$ cat src/load_pkg.sv
// ------------------------------
// load unit package
// shared widths, data types and the enums for load operators
// and for the request state machine
// ------------------------------

package load_pkg;

    // ------------------------------
    // widths
    // ------------------------------
    // one data word and one virtual address are both 64 bits wide
    localparam int unsigned DATA_WIDTH         = 64;
    localparam int unsigned TRANS_ID_BITS      = 3;
    // the address checker compares only the offset inside a 4 KiB page
    localparam int unsigned PAGE_OFFSET_BITS   = 12;
    localparam int unsigned DCACHE_INDEX_WIDTH = 12;
    // tag bits sit directly above the index in the physical address
    localparam int unsigned DCACHE_TAG_WIDTH   = 44;
    localparam int unsigned BYTE_OFFSET_BITS   = 3;

    // ------------------------------
    // data types
    // ------------------------------
    typedef logic [DATA_WIDTH-1:0]       data_t;
    typedef logic [TRANS_ID_BITS-1:0]    trans_id_t;
    typedef logic [BYTE_OFFSET_BITS-1:0] byte_off_t;
    // one enable per byte of a data word
    typedef logic [DATA_WIDTH/8-1:0]     be_t;
    typedef logic [1:0]                  size_t;

    // transfer size codes as the data cache expects them
    localparam size_t SIZE_BYTE   = 2'd0;
    localparam size_t SIZE_HALF   = 2'd1;
    localparam size_t SIZE_WORD   = 2'd2;
    localparam size_t SIZE_DOUBLE = 2'd3;

    // integer load operators, the u suffix marks zero extension
    typedef enum logic [2:0] {
        LD,
        LW,
        LWU,
        LH,
        LHU,
        LB,
        LBU
    } load_op_e;

    // states of the load request state machine
    typedef enum logic [2:0] {
        IDLE,
        WAIT_GNT,
        SEND_TAG,
        WAIT_PAGE_OFFSET,
        ABORT_TRANSACTION,
        WAIT_TRANSLATION,
        WAIT_FLUSH
    } load_state_e;

endpackage

$ cat src/load_op_decode.sv
// ------------------------------
// load operator decoder
// turns the operator and byte offset into transfer size, byte
// enables, signedness and the index of the byte holding the sign
// ------------------------------

`timescale 1ns/1ps

module load_op_decode (
    input  load_pkg::load_op_e  op_i,
    input  load_pkg::byte_off_t offset_i,
    output load_pkg::size_t     size_o,
    output load_pkg::be_t       be_o,
    output logic                signed_o,
    output load_pkg::byte_off_t sign_idx_o
);

    // byte enables of the access before it is moved to its offset
    load_pkg::be_t base_be;

    always_comb begin
        // a full double word is the fallback, its sign index is unused
        size_o     = load_pkg::SIZE_DOUBLE;
        base_be    = 8'hff;
        sign_idx_o = offset_i;

        unique case (op_i)
            load_pkg::LW, load_pkg::LWU: begin
                size_o     = load_pkg::SIZE_WORD;
                base_be    = 8'h0f;
                // the sign lives in the top byte of the four
                sign_idx_o = offset_i + 3'd3;
            end
            load_pkg::LH, load_pkg::LHU: begin
                size_o     = load_pkg::SIZE_HALF;
                base_be    = 8'h03;
                sign_idx_o = offset_i + 3'd1;
            end
            load_pkg::LB, load_pkg::LBU: begin
                size_o     = load_pkg::SIZE_BYTE;
                base_be    = 8'h01;
            end
            default: begin
                size_o     = load_pkg::SIZE_DOUBLE;
                base_be    = 8'hff;
            end
        endcase
    end

    // move the enables up to the first addressed byte
    assign be_o = base_be << offset_i;

    // only the plain word, half and byte loads extend their sign
    assign signed_o = op_i inside {load_pkg::LW, load_pkg::LH, load_pkg::LB};

endmodule

$ cat src/load_request_fsm.sv
// ------------------------------
// load request state machine
// drives address translation, the page offset stall, the cache
// request and grant, the tag phase, kills and flushes
// ------------------------------

`timescale 1ns/1ps

module load_request_fsm (
    input  logic clk_i,
    input  logic rst_ni,
    input  logic flush_i,
    input  logic valid_i,
    input  logic page_offset_matches_i,
    input  logic gnt_i,
    input  logic dtlb_hit_i,
    output logic translation_req_o,
    output logic req_o,
    output logic tag_valid_o,
    output logic kill_o,
    output logic pop_ld_o,
    output logic flushing_o
);

    load_pkg::load_state_e state_d, state_q;

    // ------------------------------
    // next state and outputs
    // ------------------------------
    always_comb begin
        state_d           = state_q;
        translation_req_o = 1'b0;
        req_o             = 1'b0;
        tag_valid_o       = 1'b0;
        kill_o            = 1'b0;
        pop_ld_o          = 1'b0;

        unique case (state_q)
            // a new request is taken both from idle and while the tag
            // of the previous load goes out
            load_pkg::IDLE, load_pkg::SEND_TAG: begin
                // the tag follows its grant by exactly one cycle
                tag_valid_o = (state_q == load_pkg::SEND_TAG);
                state_d     = load_pkg::IDLE;
                if (valid_i) begin
                    // translation starts before the page offset check
                    // has settled, which keeps the TLB path short
                    translation_req_o = 1'b1;
                    if (page_offset_matches_i) begin
                        // a store to the same page offset is pending
                        state_d = load_pkg::WAIT_PAGE_OFFSET;
                    end else begin
                        req_o = 1'b1;
                        if (!gnt_i) begin
                            state_d = load_pkg::WAIT_GNT;
                        end else if (dtlb_hit_i) begin
                            // granted and translated, send the tag next cycle
                            state_d  = load_pkg::SEND_TAG;
                            pop_ld_o = 1'b1;
                        end else begin
                            state_d = load_pkg::ABORT_TRANSACTION;
                        end
                    end
                end
            end

            // hold off until the store buffer no longer matches
            load_pkg::WAIT_PAGE_OFFSET: begin
                if (!page_offset_matches_i) begin
                    state_d = load_pkg::WAIT_GNT;
                end
            end

            // request and translation stay up until the cache grants
            load_pkg::WAIT_GNT: begin
                translation_req_o = 1'b1;
                req_o             = 1'b1;
                if (gnt_i) begin
                    if (dtlb_hit_i) begin
                        state_d  = load_pkg::SEND_TAG;
                        pop_ld_o = 1'b1;
                    end else begin
                        state_d = load_pkg::ABORT_TRANSACTION;
                    end
                end
            end

            // the TLB missed at the grant, so the cache slot is freed
            // and the page table walker gets the way to the cache
            load_pkg::ABORT_TRANSACTION: begin
                kill_o      = 1'b1;
                tag_valid_o = 1'b1;
                state_d     = load_pkg::WAIT_TRANSLATION;
            end

            // retry the request once the translation is in the TLB
            load_pkg::WAIT_TRANSLATION: begin
                translation_req_o = 1'b1;
                if (dtlb_hit_i) begin
                    state_d = load_pkg::WAIT_GNT;
                end
            end

            // cancel whatever the cache still has in flight for us
            load_pkg::WAIT_FLUSH: begin
                kill_o      = 1'b1;
                tag_valid_o = 1'b1;
                state_d     = load_pkg::IDLE;
            end

            default: begin
                state_d = load_pkg::IDLE;
            end
        endcase

        // a flush wins over every other transition
        if (flush_i) begin
            state_d = load_pkg::WAIT_FLUSH;
        end
    end

    // the result side drops any response that lands in this state
    assign flushing_o = (state_q == load_pkg::WAIT_FLUSH);

    // ------------------------------
    // state register
    // ------------------------------
    always_ff @(posedge clk_i or negedge rst_ni) begin
        if (!rst_ni) begin
            state_q <= load_pkg::IDLE;
        end else begin
            state_q <= state_d;
        end
    end

endmodule

$ cat src/load_result_align.sv
// ------------------------------
// load result aligner
// keeps the metadata of the outstanding load, aligns and extends
// the returned cache word and raises the retire strobe
// ------------------------------

`timescale 1ns/1ps

module load_result_align (
    input  logic                clk_i,
    input  logic                rst_ni,
    input  logic                pop_ld_i,
    input  logic                kill_i,
    input  logic                flushing_i,
    input  logic                rvalid_i,
    input  load_pkg::trans_id_t trans_id_i,
    input  load_pkg::load_op_e  op_i,
    input  load_pkg::byte_off_t offset_i,
    input  load_pkg::byte_off_t sign_idx_i,
    input  logic                signed_i,
    input  load_pkg::data_t     rdata_i,
    output logic                valid_o,
    output load_pkg::trans_id_t trans_id_o,
    output load_pkg::data_t     result_o
);

    load_pkg::trans_id_t trans_id_q;
    load_pkg::load_op_e  op_q;
    load_pkg::byte_off_t offset_q;
    load_pkg::byte_off_t sign_idx_q;
    logic                signed_q;

    load_pkg::data_t     shifted_data;
    logic [7:0]          sign_bits;
    logic                sign_bit;

    // ------------------------------
    // load metadata
    // ------------------------------
    // captured when the request pops, the cache answers later
    always_ff @(posedge clk_i or negedge rst_ni) begin
        if (!rst_ni) begin
            trans_id_q <= '0;
            op_q       <= load_pkg::LD;
            offset_q   <= '0;
            sign_idx_q <= '0;
            signed_q   <= 1'b0;
        end else if (pop_ld_i) begin
            trans_id_q <= trans_id_i;
            op_q       <= op_i;
            offset_q   <= offset_i;
            sign_idx_q <= sign_idx_i;
            signed_q   <= signed_i;
        end
    end

    // ------------------------------
    // align and extend
    // ------------------------------
    // bring the addressed byte down to bit 0
    assign shifted_data = rdata_i >> {offset_q, 3'b000};

    // top bit of every byte, picked in parallel with the shifter
    always_comb begin
        for (int unsigned k = 0; k < 8; k++) begin
            sign_bits[k] = rdata_i[8*k+7];
        end
    end

    // zero for the unsigned loads
    assign sign_bit = signed_q & sign_bits[sign_idx_q];

    always_comb begin
        unique case (op_q)
            load_pkg::LW, load_pkg::LWU: result_o = {{32{sign_bit}}, shifted_data[31:0]};
            load_pkg::LH, load_pkg::LHU: result_o = {{48{sign_bit}}, shifted_data[15:0]};
            load_pkg::LB, load_pkg::LBU: result_o = {{56{sign_bit}}, shifted_data[7:0]};
            default:                     result_o = shifted_data;
        endcase
    end

    // a response is dropped while flushing or when it meets a kill
    assign valid_o    = rvalid_i & ~flushing_i & ~kill_i;
    assign trans_id_o = trans_id_q;

endmodule

$ cat src/load_unit.sv
// ------------------------------
// load unit top level
// connects operator decoder, request state machine and result
// aligner to the issue, TLB, address checker and cache ports
// ------------------------------

`timescale 1ns/1ps

module load_unit (
    input  logic                                       clk_i,
    input  logic                                       rst_ni,
    input  logic                                       flush_i,
    // issue side
    input  logic                                       valid_i,
    input  load_pkg::data_t                            vaddr_i,
    input  load_pkg::trans_id_t                        trans_id_i,
    input  load_pkg::load_op_e                         op_i,
    output logic                                       pop_ld_o,
    // retire side
    output logic                                       valid_o,
    output load_pkg::trans_id_t                        trans_id_o,
    output load_pkg::data_t                            result_o,
    // address translation
    output logic                                       translation_req_o,
    output load_pkg::data_t                            vaddr_o,
    input  load_pkg::data_t                            paddr_i,
    input  logic                                       dtlb_hit_i,
    // address checker
    output logic [load_pkg::PAGE_OFFSET_BITS-1:0]      page_offset_o,
    input  logic                                       page_offset_matches_i,
    // data cache
    output logic                                       req_o,
    input  logic                                       gnt_i,
    output logic [load_pkg::DCACHE_INDEX_WIDTH-1:0]    index_o,
    output logic [load_pkg::DCACHE_TAG_WIDTH-1:0]      tag_o,
    output load_pkg::size_t                            size_o,
    output load_pkg::be_t                              be_o,
    output logic                                       tag_valid_o,
    output logic                                       kill_o,
    input  logic                                       rvalid_i,
    input  load_pkg::data_t                            rdata_i
);

    load_pkg::byte_off_t offset;
    load_pkg::byte_off_t sign_idx;
    logic                is_signed;
    logic                flushing;

    // ------------------------------
    // address fields
    // ------------------------------
    assign vaddr_o       = vaddr_i;
    assign page_offset_o = vaddr_i[load_pkg::PAGE_OFFSET_BITS-1:0];
    // the index is untranslated, the tag comes from last cycle's paddr
    assign index_o       = vaddr_i[load_pkg::DCACHE_INDEX_WIDTH-1:0];
    assign tag_o         = paddr_i[load_pkg::DCACHE_TAG_WIDTH+load_pkg::DCACHE_INDEX_WIDTH-1:
                                   load_pkg::DCACHE_INDEX_WIDTH];
    assign offset        = vaddr_i[load_pkg::BYTE_OFFSET_BITS-1:0];

    load_op_decode i_op_decode (
        .op_i       (op_i),
        .offset_i   (offset),
        .size_o     (size_o),
        .be_o       (be_o),
        .signed_o   (is_signed),
        .sign_idx_o (sign_idx)
    );

    load_request_fsm i_request_fsm (
        .clk_i                 (clk_i),
        .rst_ni                (rst_ni),
        .flush_i               (flush_i),
        .valid_i               (valid_i),
        .page_offset_matches_i (page_offset_matches_i),
        .gnt_i                 (gnt_i),
        .dtlb_hit_i            (dtlb_hit_i),
        .translation_req_o     (translation_req_o),
        .req_o                 (req_o),
        .tag_valid_o           (tag_valid_o),
        .kill_o                (kill_o),
        .pop_ld_o              (pop_ld_o),
        .flushing_o            (flushing)
    );

    load_result_align i_result_align (
        .clk_i      (clk_i),
        .rst_ni     (rst_ni),
        .pop_ld_i   (pop_ld_o),
        .kill_i     (kill_o),
        .flushing_i (flushing),
        .rvalid_i   (rvalid_i),
        .trans_id_i (trans_id_i),
        .op_i       (op_i),
        .offset_i   (offset),
        .sign_idx_i (sign_idx),
        .signed_i   (is_signed),
        .rdata_i    (rdata_i),
        .valid_o    (valid_o),
        .trans_id_o (trans_id_o),
        .result_o   (result_o)
    );

endmodule

$ cat config.mk
export PLATFORM = sky130hd
export DESIGN_NAME = load_unit
export DESIGN_NICKNAME = d
export VERILOG_FILES = /design/src/load_pkg.sv /design/src/load_op_decode.sv /design/src/load_request_fsm.sv /design/src/load_result_align.sv /design/src/load_unit.sv
export SDC_FILE = /design/constraint.sdc
export NUM_CORES = 1
export LEC_CHECK = 0
export BUFFER_PORTS_ARGS = -buffer_cell sky130_fd_sc_hd__buf_2
export CAP_MARGIN = 20
export CORE_AREA = 5 5 162 164
export DETAILED_ROUTE_END_ITERATION = 8
export DIE_AREA = 0 0 167 169
export PLACE_DENSITY = 0.42
export SLEW_MARGIN = 10
export SYNTH_ARGS = -nofsm -noshare
export SYNTH_HDL_FRONTEND = slang
export SYNTH_HIERARCHICAL = 1
export SYNTH_SLANG_ARGS = --single-unit
$ cat constraint.sdc
create_clock -name clk_i -period 5.6 [get_ports clk_i]
set_input_delay 1.12 -clock clk_i [delete_from_list [all_inputs] [get_ports clk_i]]
set_output_delay 1.12 -clock clk_i [all_outputs]
set_load 0.02 [all_outputs]
==> impl_metrics.py, run 1 <==
metrics = {
    "timing": {
        "period_needed_ps": 3998,
        "setup_slack_ps": 1602,
        "fin_skew_ps": 2.151,
        "setup_viol": 0,
        "drv_slew": 0,
        "finalCritPeriodShare": 0.7140,
        "relSlewSlack": 0.3076,
        "rsz0062_at_grt": "false",
        "hold_viol": 0,
        "worst_pin_slew_ps": 1035,
        "final.setup.tns_ps": 0,
        "fmax_ghz": 0.2501,
    },
    "detailed_routing": {
        "top_layer_used": "met4",
        "viasPerCell": 4.462,
        "drcViolationCount": 0,
        "num_vias": 4096,
        "first_pass_iters": 4,
        "drt_first_iter_violations": 213,
        "drt-met1-wl_um": 7573,
        "wirelength_um": 18900,
        "drtAntennaViolNets": 0,
        "wire_per_inst_um": 20.59,
        "dr_wl_met2_um": 9333,
        "met3_length_um": 1365,
    },
    "floorplanning": {
        "ios": 421,
        "die_x_um": 167,
        "core_um2": 24750,
        "rows": 58,
        "die-area_um2": 28220,
        "die_height_um": 169,
        "start_util": 0.1752,
    },
    "worst_setup_path": {
        "crit_path_end_kind": "primary output",
        "cp_top_family": "simple AND/OR/NAND/NOR gates",
        "r2r-end": "i_result_align/sign_idx_q[1]",
        "crit_end": "result_o[27]",
        "cp.required_ps": 4480,
        "worst-path-buf-inv": 2,
        "cpMostUsedCell": "buf_2",
        "r2r_setup_slack_ps": 3390,
        "crit_start": "rdata_i[63]",
        "critPathMaxStageDelay_ps": 880,
        "worst-r2r-cell-count": 5,
        "startpoint_type": "input pin",
        "critPathArrivalTime_ps": 2880,
        "worstSetupPathType": "input pin to primary output",
        "path_depth": 6,
        "cpMaxStageDelayCell": "nor3_4",
        "r2r-start": "i_request_fsm/state_q[0]",
        "cp_cell_sequence": "buf_2, mux2_2, o221ai_2, nor3_4, a31o_2, buf_2",
        "critPathMaxFanout": 16,
    },
    "clock_network": {
        "cts_buffers": 3,
        "cts.sinks": 16,
        "root_buffer": "clkbuf_16",
        "cts_tree": "yes",
        "cts_setup_buffers": 0,
        "cts_resized": 0,
        "cts_max_level": 1,
        "clock_latency_ps": 240,
        "cts.clk_slew.worst_paths_ps": 50,
        "clockBufferDepth": 2,
        "ctsHoldBuffers": 0,
    },
    "synth": {
        "synth_edf_count": 0,
        "synth_cell_types": 63,
        "synth_commonest_cells": "buf_4, o21ai_0, nand2_1",
        "ys_seq_area_frac": 0.09233,
        "synthDominantCellAreaShare": 0.2372,
        "yosysWarnings": 6,
        "synth_most_common_cell": "buf_4",
        "synth_area_um2": 4337,
        "synth_area_leaders": "buf_4, mux2i_1, dfrtp_1",
        "syn_area_per_cell_um2": 7.529,
        "yosysTopAreaCell": "buf_4",
        "async_flop_share": 1.000,
        "synthCells": 576,
        "ys_ff_latch": 16,
        "synth_ff_type": "dfrtp_1",
        "synth_fp_nets": 783,
    },
    "hold_path": {
        "whs_path_depth": 1,
        "hp-class": "flip-flop to flip-flop",
    },
    "place": {
        "dp_cells": 914,
        "port_buffers": 172,
        "dpl.hpwl_um": 14050,
        "place.gp.congestion": 0.8314,
        "dp_slack_ps": 1582,
    },
    "power": {
        "p_leak_nw": 2.194,
        "ir_worst_vdd_uv": 172.0,
        "power.density_nw_per_um2": 470.1,
    },
    "cells_and_area": {
        "multi_input_area_um2": 2681,
        "final_cells": 918,
        "drive_gt1_frac": 0.4269,
        "nFillCells": 2851,
        "syn_to_final_growth_pct": 5.049,
        "final_nets": 796,
        "seq_area_um2": 402.9,
        "diodes": 0,
    },
    "grt": {
        "grt_start_max_net_pins": 64,
        "grt_pass1_vias": 4266,
        "grt.overflow.total": 0,
        "grt_pass1_wl_um": 27740,
        "grt.total_usage": 0.1272,
        "antenna_found_initial": 0,
    },
    "outcome": {
        "run_status": "complete, no violations",
    },
    "flow_run": {
        "maxCapViolCount": 0,
    },
}
worst reg2reg max path: cells and delay by family (launching register included):
family,cells,cell delay (ps)
flip-flops,1,480
AO/OA/AOI/OAI,1,140
multiplexers,1,420
AND/OR/NAND/NOR,3,1050
sequential cells by signal, summed over array words and instances, names as in the netlist:
name,cells
i_request_fsm/state_q,3
i_result_align/offset_q,3
i_result_align/signed_q,1
i_result_align/trans_id_o,3
i_result_align/sign_idx_q,3
i_result_align/op_q,3
power breakdown:
part | switching (mW) | internal (mW)
sequential | 0.0819 | 0.151
combinational | 1.12 | 0.631
clock | 0.0453 | 0.108
cells in the final DEF, fill, tap and decap left out, types with 3 or more instances in the layout:
cell	n
buf_2	172
o21ai_0	66
nand2_1	62
mux2i_1	49
mux2_2	25
a21oi_1	24
nor2_1	21
dfrtp_1	14
a21o_1	12
a31o_2	11
buf_4	10
inv_1	9
nand2b_1	7
nand3_1	7
nor3_1	6
a22oi_1	6
o221ai_1	6
o21ai_1	5
mux4_2	5
a221o_1	5
and2_1	4
clkbuf_16	3
a31oi_1	3
nor2b_1	3
layout make-up:
type,count,share of cell area
Multi-Input combinational cell,377,0.5886
Timing Repair Buffer,182,0.2054
Tap cell,330,0.09063
Sequential cell,16,0.08844
Clock buffer,4,0.01950
Inverter,9,0.007416
metal layers:
metal / GRT usage / vias up
li1: - / 1935
met1: 0.1475 / 1903
met2: 0.2309 / 213
met3: 0.03059 / 45
met4: 0.04020 / 0
met5: 0 / -
how the worst min path moves through the flow:
stage / start / end / slack (ps)
after floorplan: i_result_align/signed_q / i_result_align/signed_q / 500
after global placement: i_result_align/trans_id_o[0] / i_result_align/trans_id_o[0] / 500
after detailed placement: i_result_align/trans_id_o[1] / i_result_align/trans_id_o[1] / 490
after CTS: i_result_align/trans_id_o[2] / i_result_align/trans_id_o[2] / 510
after global routing: i_result_align/trans_id_o[2] / i_result_align/trans_id_o[2] / 520
final: i_result_align/trans_id_o[2] / i_result_align/trans_id_o[2] / 500
cells by family (layout without fill, tap and decap cells):
logic type                 count (synthesis)  after routing  share of synthesized area
xor gates and xnor gates                   7              7                    0.01760
adders and majority gates                  1              1                   0.004616
muxes                                     79             79                     0.2040
and+or+nand+nor                          128            128                     0.1437
DFF                                       16             16                    0.09232
buffers and inverters                    183            195                     0.2911
AOI/OAI and AO/OA                        162            162                     0.2467
metrics by stage:
step | hold slack (ps) | util | cell area [um^2] | power [mW]
floorplan | 499.1 | - | 4337 | 1.546
global placement | 496.1 | 0.1805 | 4467 | 2.029
detailed placement | 494.0 | 0.1805 | 4467 | 2.026
CTS | 507.4 | 0.1841 | 4556 | 2.189
global route | 515.4 | 0.1841 | 4556 | 2.315
finish | 503.1 | 0.1841 | 4556 | 2.142
No activity file was read; power rests on OpenSTA's default activity.
==> run 2: changes to the inputs <==
--- a/config.mk
+++ b/config.mk
@@ -7,10 +7,10 @@
 export LEC_CHECK = 0
 export BUFFER_PORTS_ARGS = -buffer_cell sky130_fd_sc_hd__buf_2
 export CAP_MARGIN = 20
-export CORE_AREA = 5 5 162 164
+export CORE_AREA = 5 5 158 160
 export DETAILED_ROUTE_END_ITERATION = 8
-export DIE_AREA = 0 0 167 169
-export PLACE_DENSITY = 0.42
+export DIE_AREA = 0 0 163 165
+export PLACE_DENSITY = 0.46
 export SLEW_MARGIN = 10
 export SYNTH_ARGS = -nofsm -noshare
 export SYNTH_HDL_FRONTEND = slang
==> constraint.sdc (replaced) <==
create_clock -name clk_i -period 3.5 [get_ports clk_i]
set_input_delay 0.7 -clock clk_i [delete_from_list [all_inputs] [get_ports clk_i]]
set_output_delay 0.7 -clock clk_i [all_outputs]
set_load 0.02 [all_outputs]
==> run 2 against run 1 <==
Critical path depth decreased by 1. Wire length rose by 0.21%. Global-route usage increased by 0.44 points. Clock skew shrank 1.4 ps. Sequential share of layout area decreased by 0.089 points. Clock-buffer cell count did not move. Utilization rose by 1.4 points. Register-to-register slack got worse by 1800 ps. Critical path type is now flip-flop to primary output. Critical endpoint is now result_o[14]. Largest power group unchanged. Highest routed layer is now met5.
==> impl_metrics.py, run 2 (synthesized netlist as in run 1, its figures left out) <==
metrics = {
    "outcome": {
        "run_status": "complete, no violations",
    },
    "floorplanning": {
        "start_util": 0.1864,
        "rows": 56,
        "die_x_um": 163,
        "core_um2": 23260,
        "die-area_um2": 26900,
        "ios": 421,
        "die_height_um": 165,
    },
    "clock_network": {
        "cts_setup_buffers": 0,
        "cts_tree": "yes",
        "cts_max_level": 1,
        "cts.clk_slew.worst_paths_ps": 50,
        "cts_resized": 0,
        "ctsHoldBuffers": 0,
        "root_buffer": "clkbuf_16",
        "clockBufferDepth": 2,
        "cts_buffers": 3,
        "cts.sinks": 16,
        "clock_latency_ps": 240,
    },
    "hold_path": {
        "hp-class": "input pin to async pin",
    },
    "timing": {
        "fin_skew_ps": 0.7717,
        "final.setup.tns_ps": 0,
        "fmax_ghz": 0.3178,
        "rsz0062_at_grt": "false",
        "relSlewSlack": 0.3765,
        "finalCritPeriodShare": 0.8990,
        "period_needed_ps": 3146,
        "hold_viol": 0,
        "drv_slew": 0,
        "worst_pin_slew_ps": 930.2,
        "setup_viol": 0,
    },
    "grt": {
        "grt_pass1_vias": 4327,
        "antenna_found_initial": 1,
        "grt_start_max_net_pins": 33,
        "grt.overflow.total": 0,
        "grt_pass1_wl_um": 27100,
        "grt.total_usage": 0.1316,
    },
    "power": {
        "pwr-share-clk": 0.071,
        "pwr-share-seq": 0.103,
        "p_switching_mw": 1.987,
        "p_leak_nw": 2.235,
        "switching_share": 0.5783,
        "power.density_nw_per_um2": 746.6,
        "combPwrFrac": 0.826,
        "ir_worst_vdd_uv": 263.1,
        "total_power_mw": 3.436,
        "power.internal_mw": 1.449,
    },
    "cells_and_area": {
        "drive_gt1_frac": 0.4346,
        "final_cell_mix": "buf_2, o21ai_0, nand2_1, mux2i_1, mux2_2",
        "final_common_cell": "buf_2",
        "syn_to_final_growth_pct": 6.116,
        "diodes": 0,
        "final_nets": 804,
    },
    "worst_setup_path": {
        "cp_cell_sequence": "xor2_1, nand2_1, nor3_2, a31o_2, buf_2",
        "path_depth": 5,
        "crit_path_end_kind": "primary output",
        "startpoint_type": "flip-flop",
        "worstSetupPathType": "flip-flop to primary output",
        "cpMaxStageDelayCell": "nor3_2",
        "worst-r2r-cell-count": 6,
        "critPathMaxFanout": 8,
        "critPathMaxStageDelay_ps": 830,
        "worst-path-buf-inv": 1,
        "cp.required_ps": 2800,
        "r2r_setup_slack_ps": 1610,
        "cp_top_family": "simple AND/OR/NAND/NOR gates",
        "critPathArrivalTime_ps": 2450,
    },
    "detailed_routing": {
        "first_pass_iters": 4,
        "drcViolationCount": 0,
        "drt_first_iter_violations": 275,
        "wirelength_um": 18940,
        "viasPerCell": 4.600,
        "wire_per_inst_um": 20.70,
        "num_vias": 4209,
        "drtAntennaViolNets": 0,
    },
    "place": {
        "port_buffers": 172,
        "dpl.hpwl_um": 14950,
        "place.gp.congestion": 0.7618,
    },
    "flow_run": {
        "maxCapViolCount": 0,
    },
}
[run 2: cell count changes in the layout (fill, tap and decap cells not counted), sizes merged]
| cell | change |
|---|---|
| buf | +8 |
[run 2: per-layer routing]
metal  vias up  GRT usage  part of all wire
met5         -          0           0.00069
met4         2    0.05109             0.039
met3        44    0.03793             0.081
met2       227     0.2357              0.50
met1      1981     0.1475              0.38
li1       1955          -                 -
[run 2: cell type report]
type	instances	area, um^2
multi-input combinational	377	2681
inverter	9	33.78
tap	319	399.1
sequential	16	402.9
timing repair buffer	190	996.0
clock buffer	4	88.84
fill	2682	18660
[run 2: path summary, 6_finish.rpt]
path	start	end
min	rst_ni	i_result_align/trans_id_o[1]
max in group asynchronous	rst_ni	i_result_align/offset_q[1]
max reg2reg	i_request_fsm/state_q[0]	i_result_align/trans_id_o[0]
min reg2reg	i_result_align/trans_id_o[2]	i_result_align/trans_id_o[2]
min in group clk_i	i_result_align/trans_id_o[2]	i_result_align/trans_id_o[2]
max	i_result_align/op_q[1]	result_o[14]
[run 2: power by group through the flow]
stage	sequential, mW	clock, mW	combinational, mW
after global placement	0.359	0	2.87
after CTS	0.359	0.250	2.89
after floorplan	0.297	0	2.18
after detailed placement	0.362	0	2.88
after global routing	0.372	0.264	3.07
final	0.353	0.244	2.84
[run 2: through the flow]
step	cells	hold slack, ps	cell area, um^2	utilization	setup WS, ps
2_1_floorplan	576	404.4	4337	-	958.3
3_3_place_gp	911	486.5	4513	0.1940	386.0
3_5_place_dp	911	498.5	4513	0.1940	403.3
4_1_cts	915	378.6	4602	0.1978	314.2
5_1_grt	915	390.9	4602	0.1978	175.1
6_report	915	367.3	4602	0.1978	353.7
==> run 3: changes to the inputs <==
==> constraint.sdc (replaced) <==
create_clock -name clk_i -period 2.6 [get_ports clk_i]
set_input_delay 0.52 -clock clk_i [delete_from_list [all_inputs] [get_ports clk_i]]
set_output_delay 0.52 -clock clk_i [all_outputs]
set_load 0.02 [all_outputs]
==> run 3 against run 2 <==
Worst hold slack got worse by 180 ps. Global-route usage rose by 0.11 points. Sequential power rose by 30%. Combinational power rose by 48%. Non-clock buffer count rose by 23. Total power rose by 45%. Largest cell class unchanged. Highest routed layer unchanged.
==> impl_metrics.py, run 3 (synthesized netlist as in run 1, its figures left out) <==
metrics = {
    "clock_network": {
        "root_buffer": "clkbuf_16",
        "clock_latency_ps": 240,
        "cts_tree": "yes",
        "cts_max_level": 1,
        "ctsHoldBuffers": 0,
        "cts_buffers": 3,
        "cts.clk_slew.worst_paths_ps": 50,
        "clockBufferDepth": 2,
        "cts.sinks": 16,
    },
    "floorplanning": {
        "die_height_um": 165,
        "die_x_um": 163,
        "core_um2": 23260,
        "start_util": 0.1864,
        "die-area_um2": 26900,
        "ios": 421,
        "rows": 56,
    },
    "cells_and_area": {
        "multi_input_area_um2": 2713,
        "syn_to_final_growth_pct": 14.05,
        "final_nets": 827,
        "diodes": 0,
        "seq_area_um2": 407.9,
        "final_common_cell": "buf_2",
        "nFillCells": 2648,
        "drive_gt1_frac": 0.4637,
        "final_cell_mix": "buf_2, nand2_1, o21ai_0, mux2i_1, buf_4",
        "final_core_util": 0.2126,
    },
    "worst_setup_path": {
        "critPathMaxFanout": 6,
        "cp_top_family": "multiplexers",
        "startpoint_type": "flip-flop",
        "crit_path_end_kind": "primary output",
        "r2r_setup_slack_ps": 680,
        "worst-path-buf-inv": 2,
        "cp.required_ps": 2080,
        "crit_start": "i_result_align/sign_idx_q[0]",
        "cp_cell_sequence": "mux4_2, nor2_4, nor3_4, buf_12, a221o_1, buf_6",
        "critPathArrivalTime_ps": 2060,
        "cpMaxStageDelayCell": "mux4_2",
        "r2r-end": "i_result_align/op_q[2]",
        "critPathMaxStageDelay_ps": 560,
        "worstSetupPathType": "flip-flop to primary output",
        "r2r-start": "i_request_fsm/state_q[0]",
        "worst-r2r-cell-count": 6,
    },
    "detailed_routing": {
        "drt_first_iter_violations": 227,
        "wirelength_um": 19180,
        "drtAntennaViolNets": 0,
        "drcViolationCount": 0,
        "num_vias": 4282,
        "first_pass_iters": 6,
        "wire_per_inst_um": 20.45,
        "viasPerCell": 4.565,
    },
    "timing": {
        "rsz0062_at_grt": "true",
        "drv_slew": 0,
        "setup_viol": 0,
        "hold_viol": 0,
        "fmax_ghz": 0.3876,
        "relSlewSlack": 0.4154,
        "setup_slack_ps": 19.72,
        "finalCritPeriodShare": 0.9924,
        "hold_ws_ps": 188.7,
        "fin_skew_ps": 2.660,
        "worst_pin_slew_ps": 876.9,
        "period_needed_ps": 2580,
    },
    "grt": {
        "grt-busiest-layer": "met2",
        "gr-usage-met2": 0.2432,
        "use_met3": 0.03644,
        "grt.overflow.total": 0,
        "grt.total_usage": 0.1327,
        "antenna_found_initial": 1,
        "grt_pass1_wl_um": 26960,
        "grt_start_max_net_pins": 30,
        "grtUsageMet1": 0.1481,
        "grt_pass1_vias": 4224,
    },
    "place": {
        "dpl.hpwl_um": 15200,
        "port_buffers": 172,
        "place.gp.congestion": 0.7814,
        "dp_slack_ps": -128.8,
    },
    "flow_run": {
        "maxCapViolCount": 0,
    },
    "power": {
        "power.density_nw_per_um2": 1009,
        "p_leak_nw": 2.391,
        "ir_worst_vdd_uv": 244.1,
    },
    "hold_path": {
        "hp-class": "input pin to async pin",
    },
    "outcome": {
        "run_status": "complete, no violations",
    },
}
## run 3: layer usage
| layer | wire length [um] | vias to the layer above |
|---|---|---|
| met5 | 13 | - |
| met4 | 644 | 2 |
| met3 | 1608 | 47 |
| met2 | 9703 | 244 |
| met1 | 7210 | 1989 |
| li1 | - | 2000 |
## run 3: how the worst max path moves through the flow
stage,end,cells past startpoint
floorplan,i_result_align/trans_id_o[1],7
global placement,result_o[27],6
detailed placement,result_o[27],6
CTS,result_o[45],6
global route,result_o[45],6
finish,result_o[9],6
## run 3: timing repair
item	4_1_cts	5_1_grt
endpoints found under the setup margin	42	36
buffers inserted	4	0
resized for setup	20	17
pin swaps	2	0
## run 3: layout make-up
cell class,instances,area share
multi-input cells,377,0.5484
repair buffers,213,0.2636
flip-flops and latches,16,0.08247
well taps,319,0.08070
clock buffers,4,0.01796
inverters,9,0.006830
## run 3: power by group
part / internal, mW / total (mW) / switching (mW) / leakage (nW)
sequential: 0.332 / 0.460 / 0.127 / 0.191
clock: 0.233 / 0.326 / 0.0926 / 0.0442
combinational: 1.68 / 4.21 / 2.53 / 2.16
total: 2.24 / 4.99 / 2.75 / 2.39
## run 3: through the flow
step           std cells  cell area (um^2)  power [mW]  TNS [ps]
5_1_grt              938              4946       5.355    -781.2
3_3_place_gp         930              4731       4.576     -1567
2_1_floorplan        576              4337       3.330         0
6_report             938              4946       4.992         0
3_5_place_dp         930              4731       4.575     -1742
4_1_cts              938              4913       5.031    -20.78
## run 3: worst register-to-register path, stage by stage (launching register included)
cell and delay (ps):
dfrtp_1 490, nand2b_1 250, o21ai_0 140, and2_1 160, and3_1 180, buf_4 230, mux2_2 360
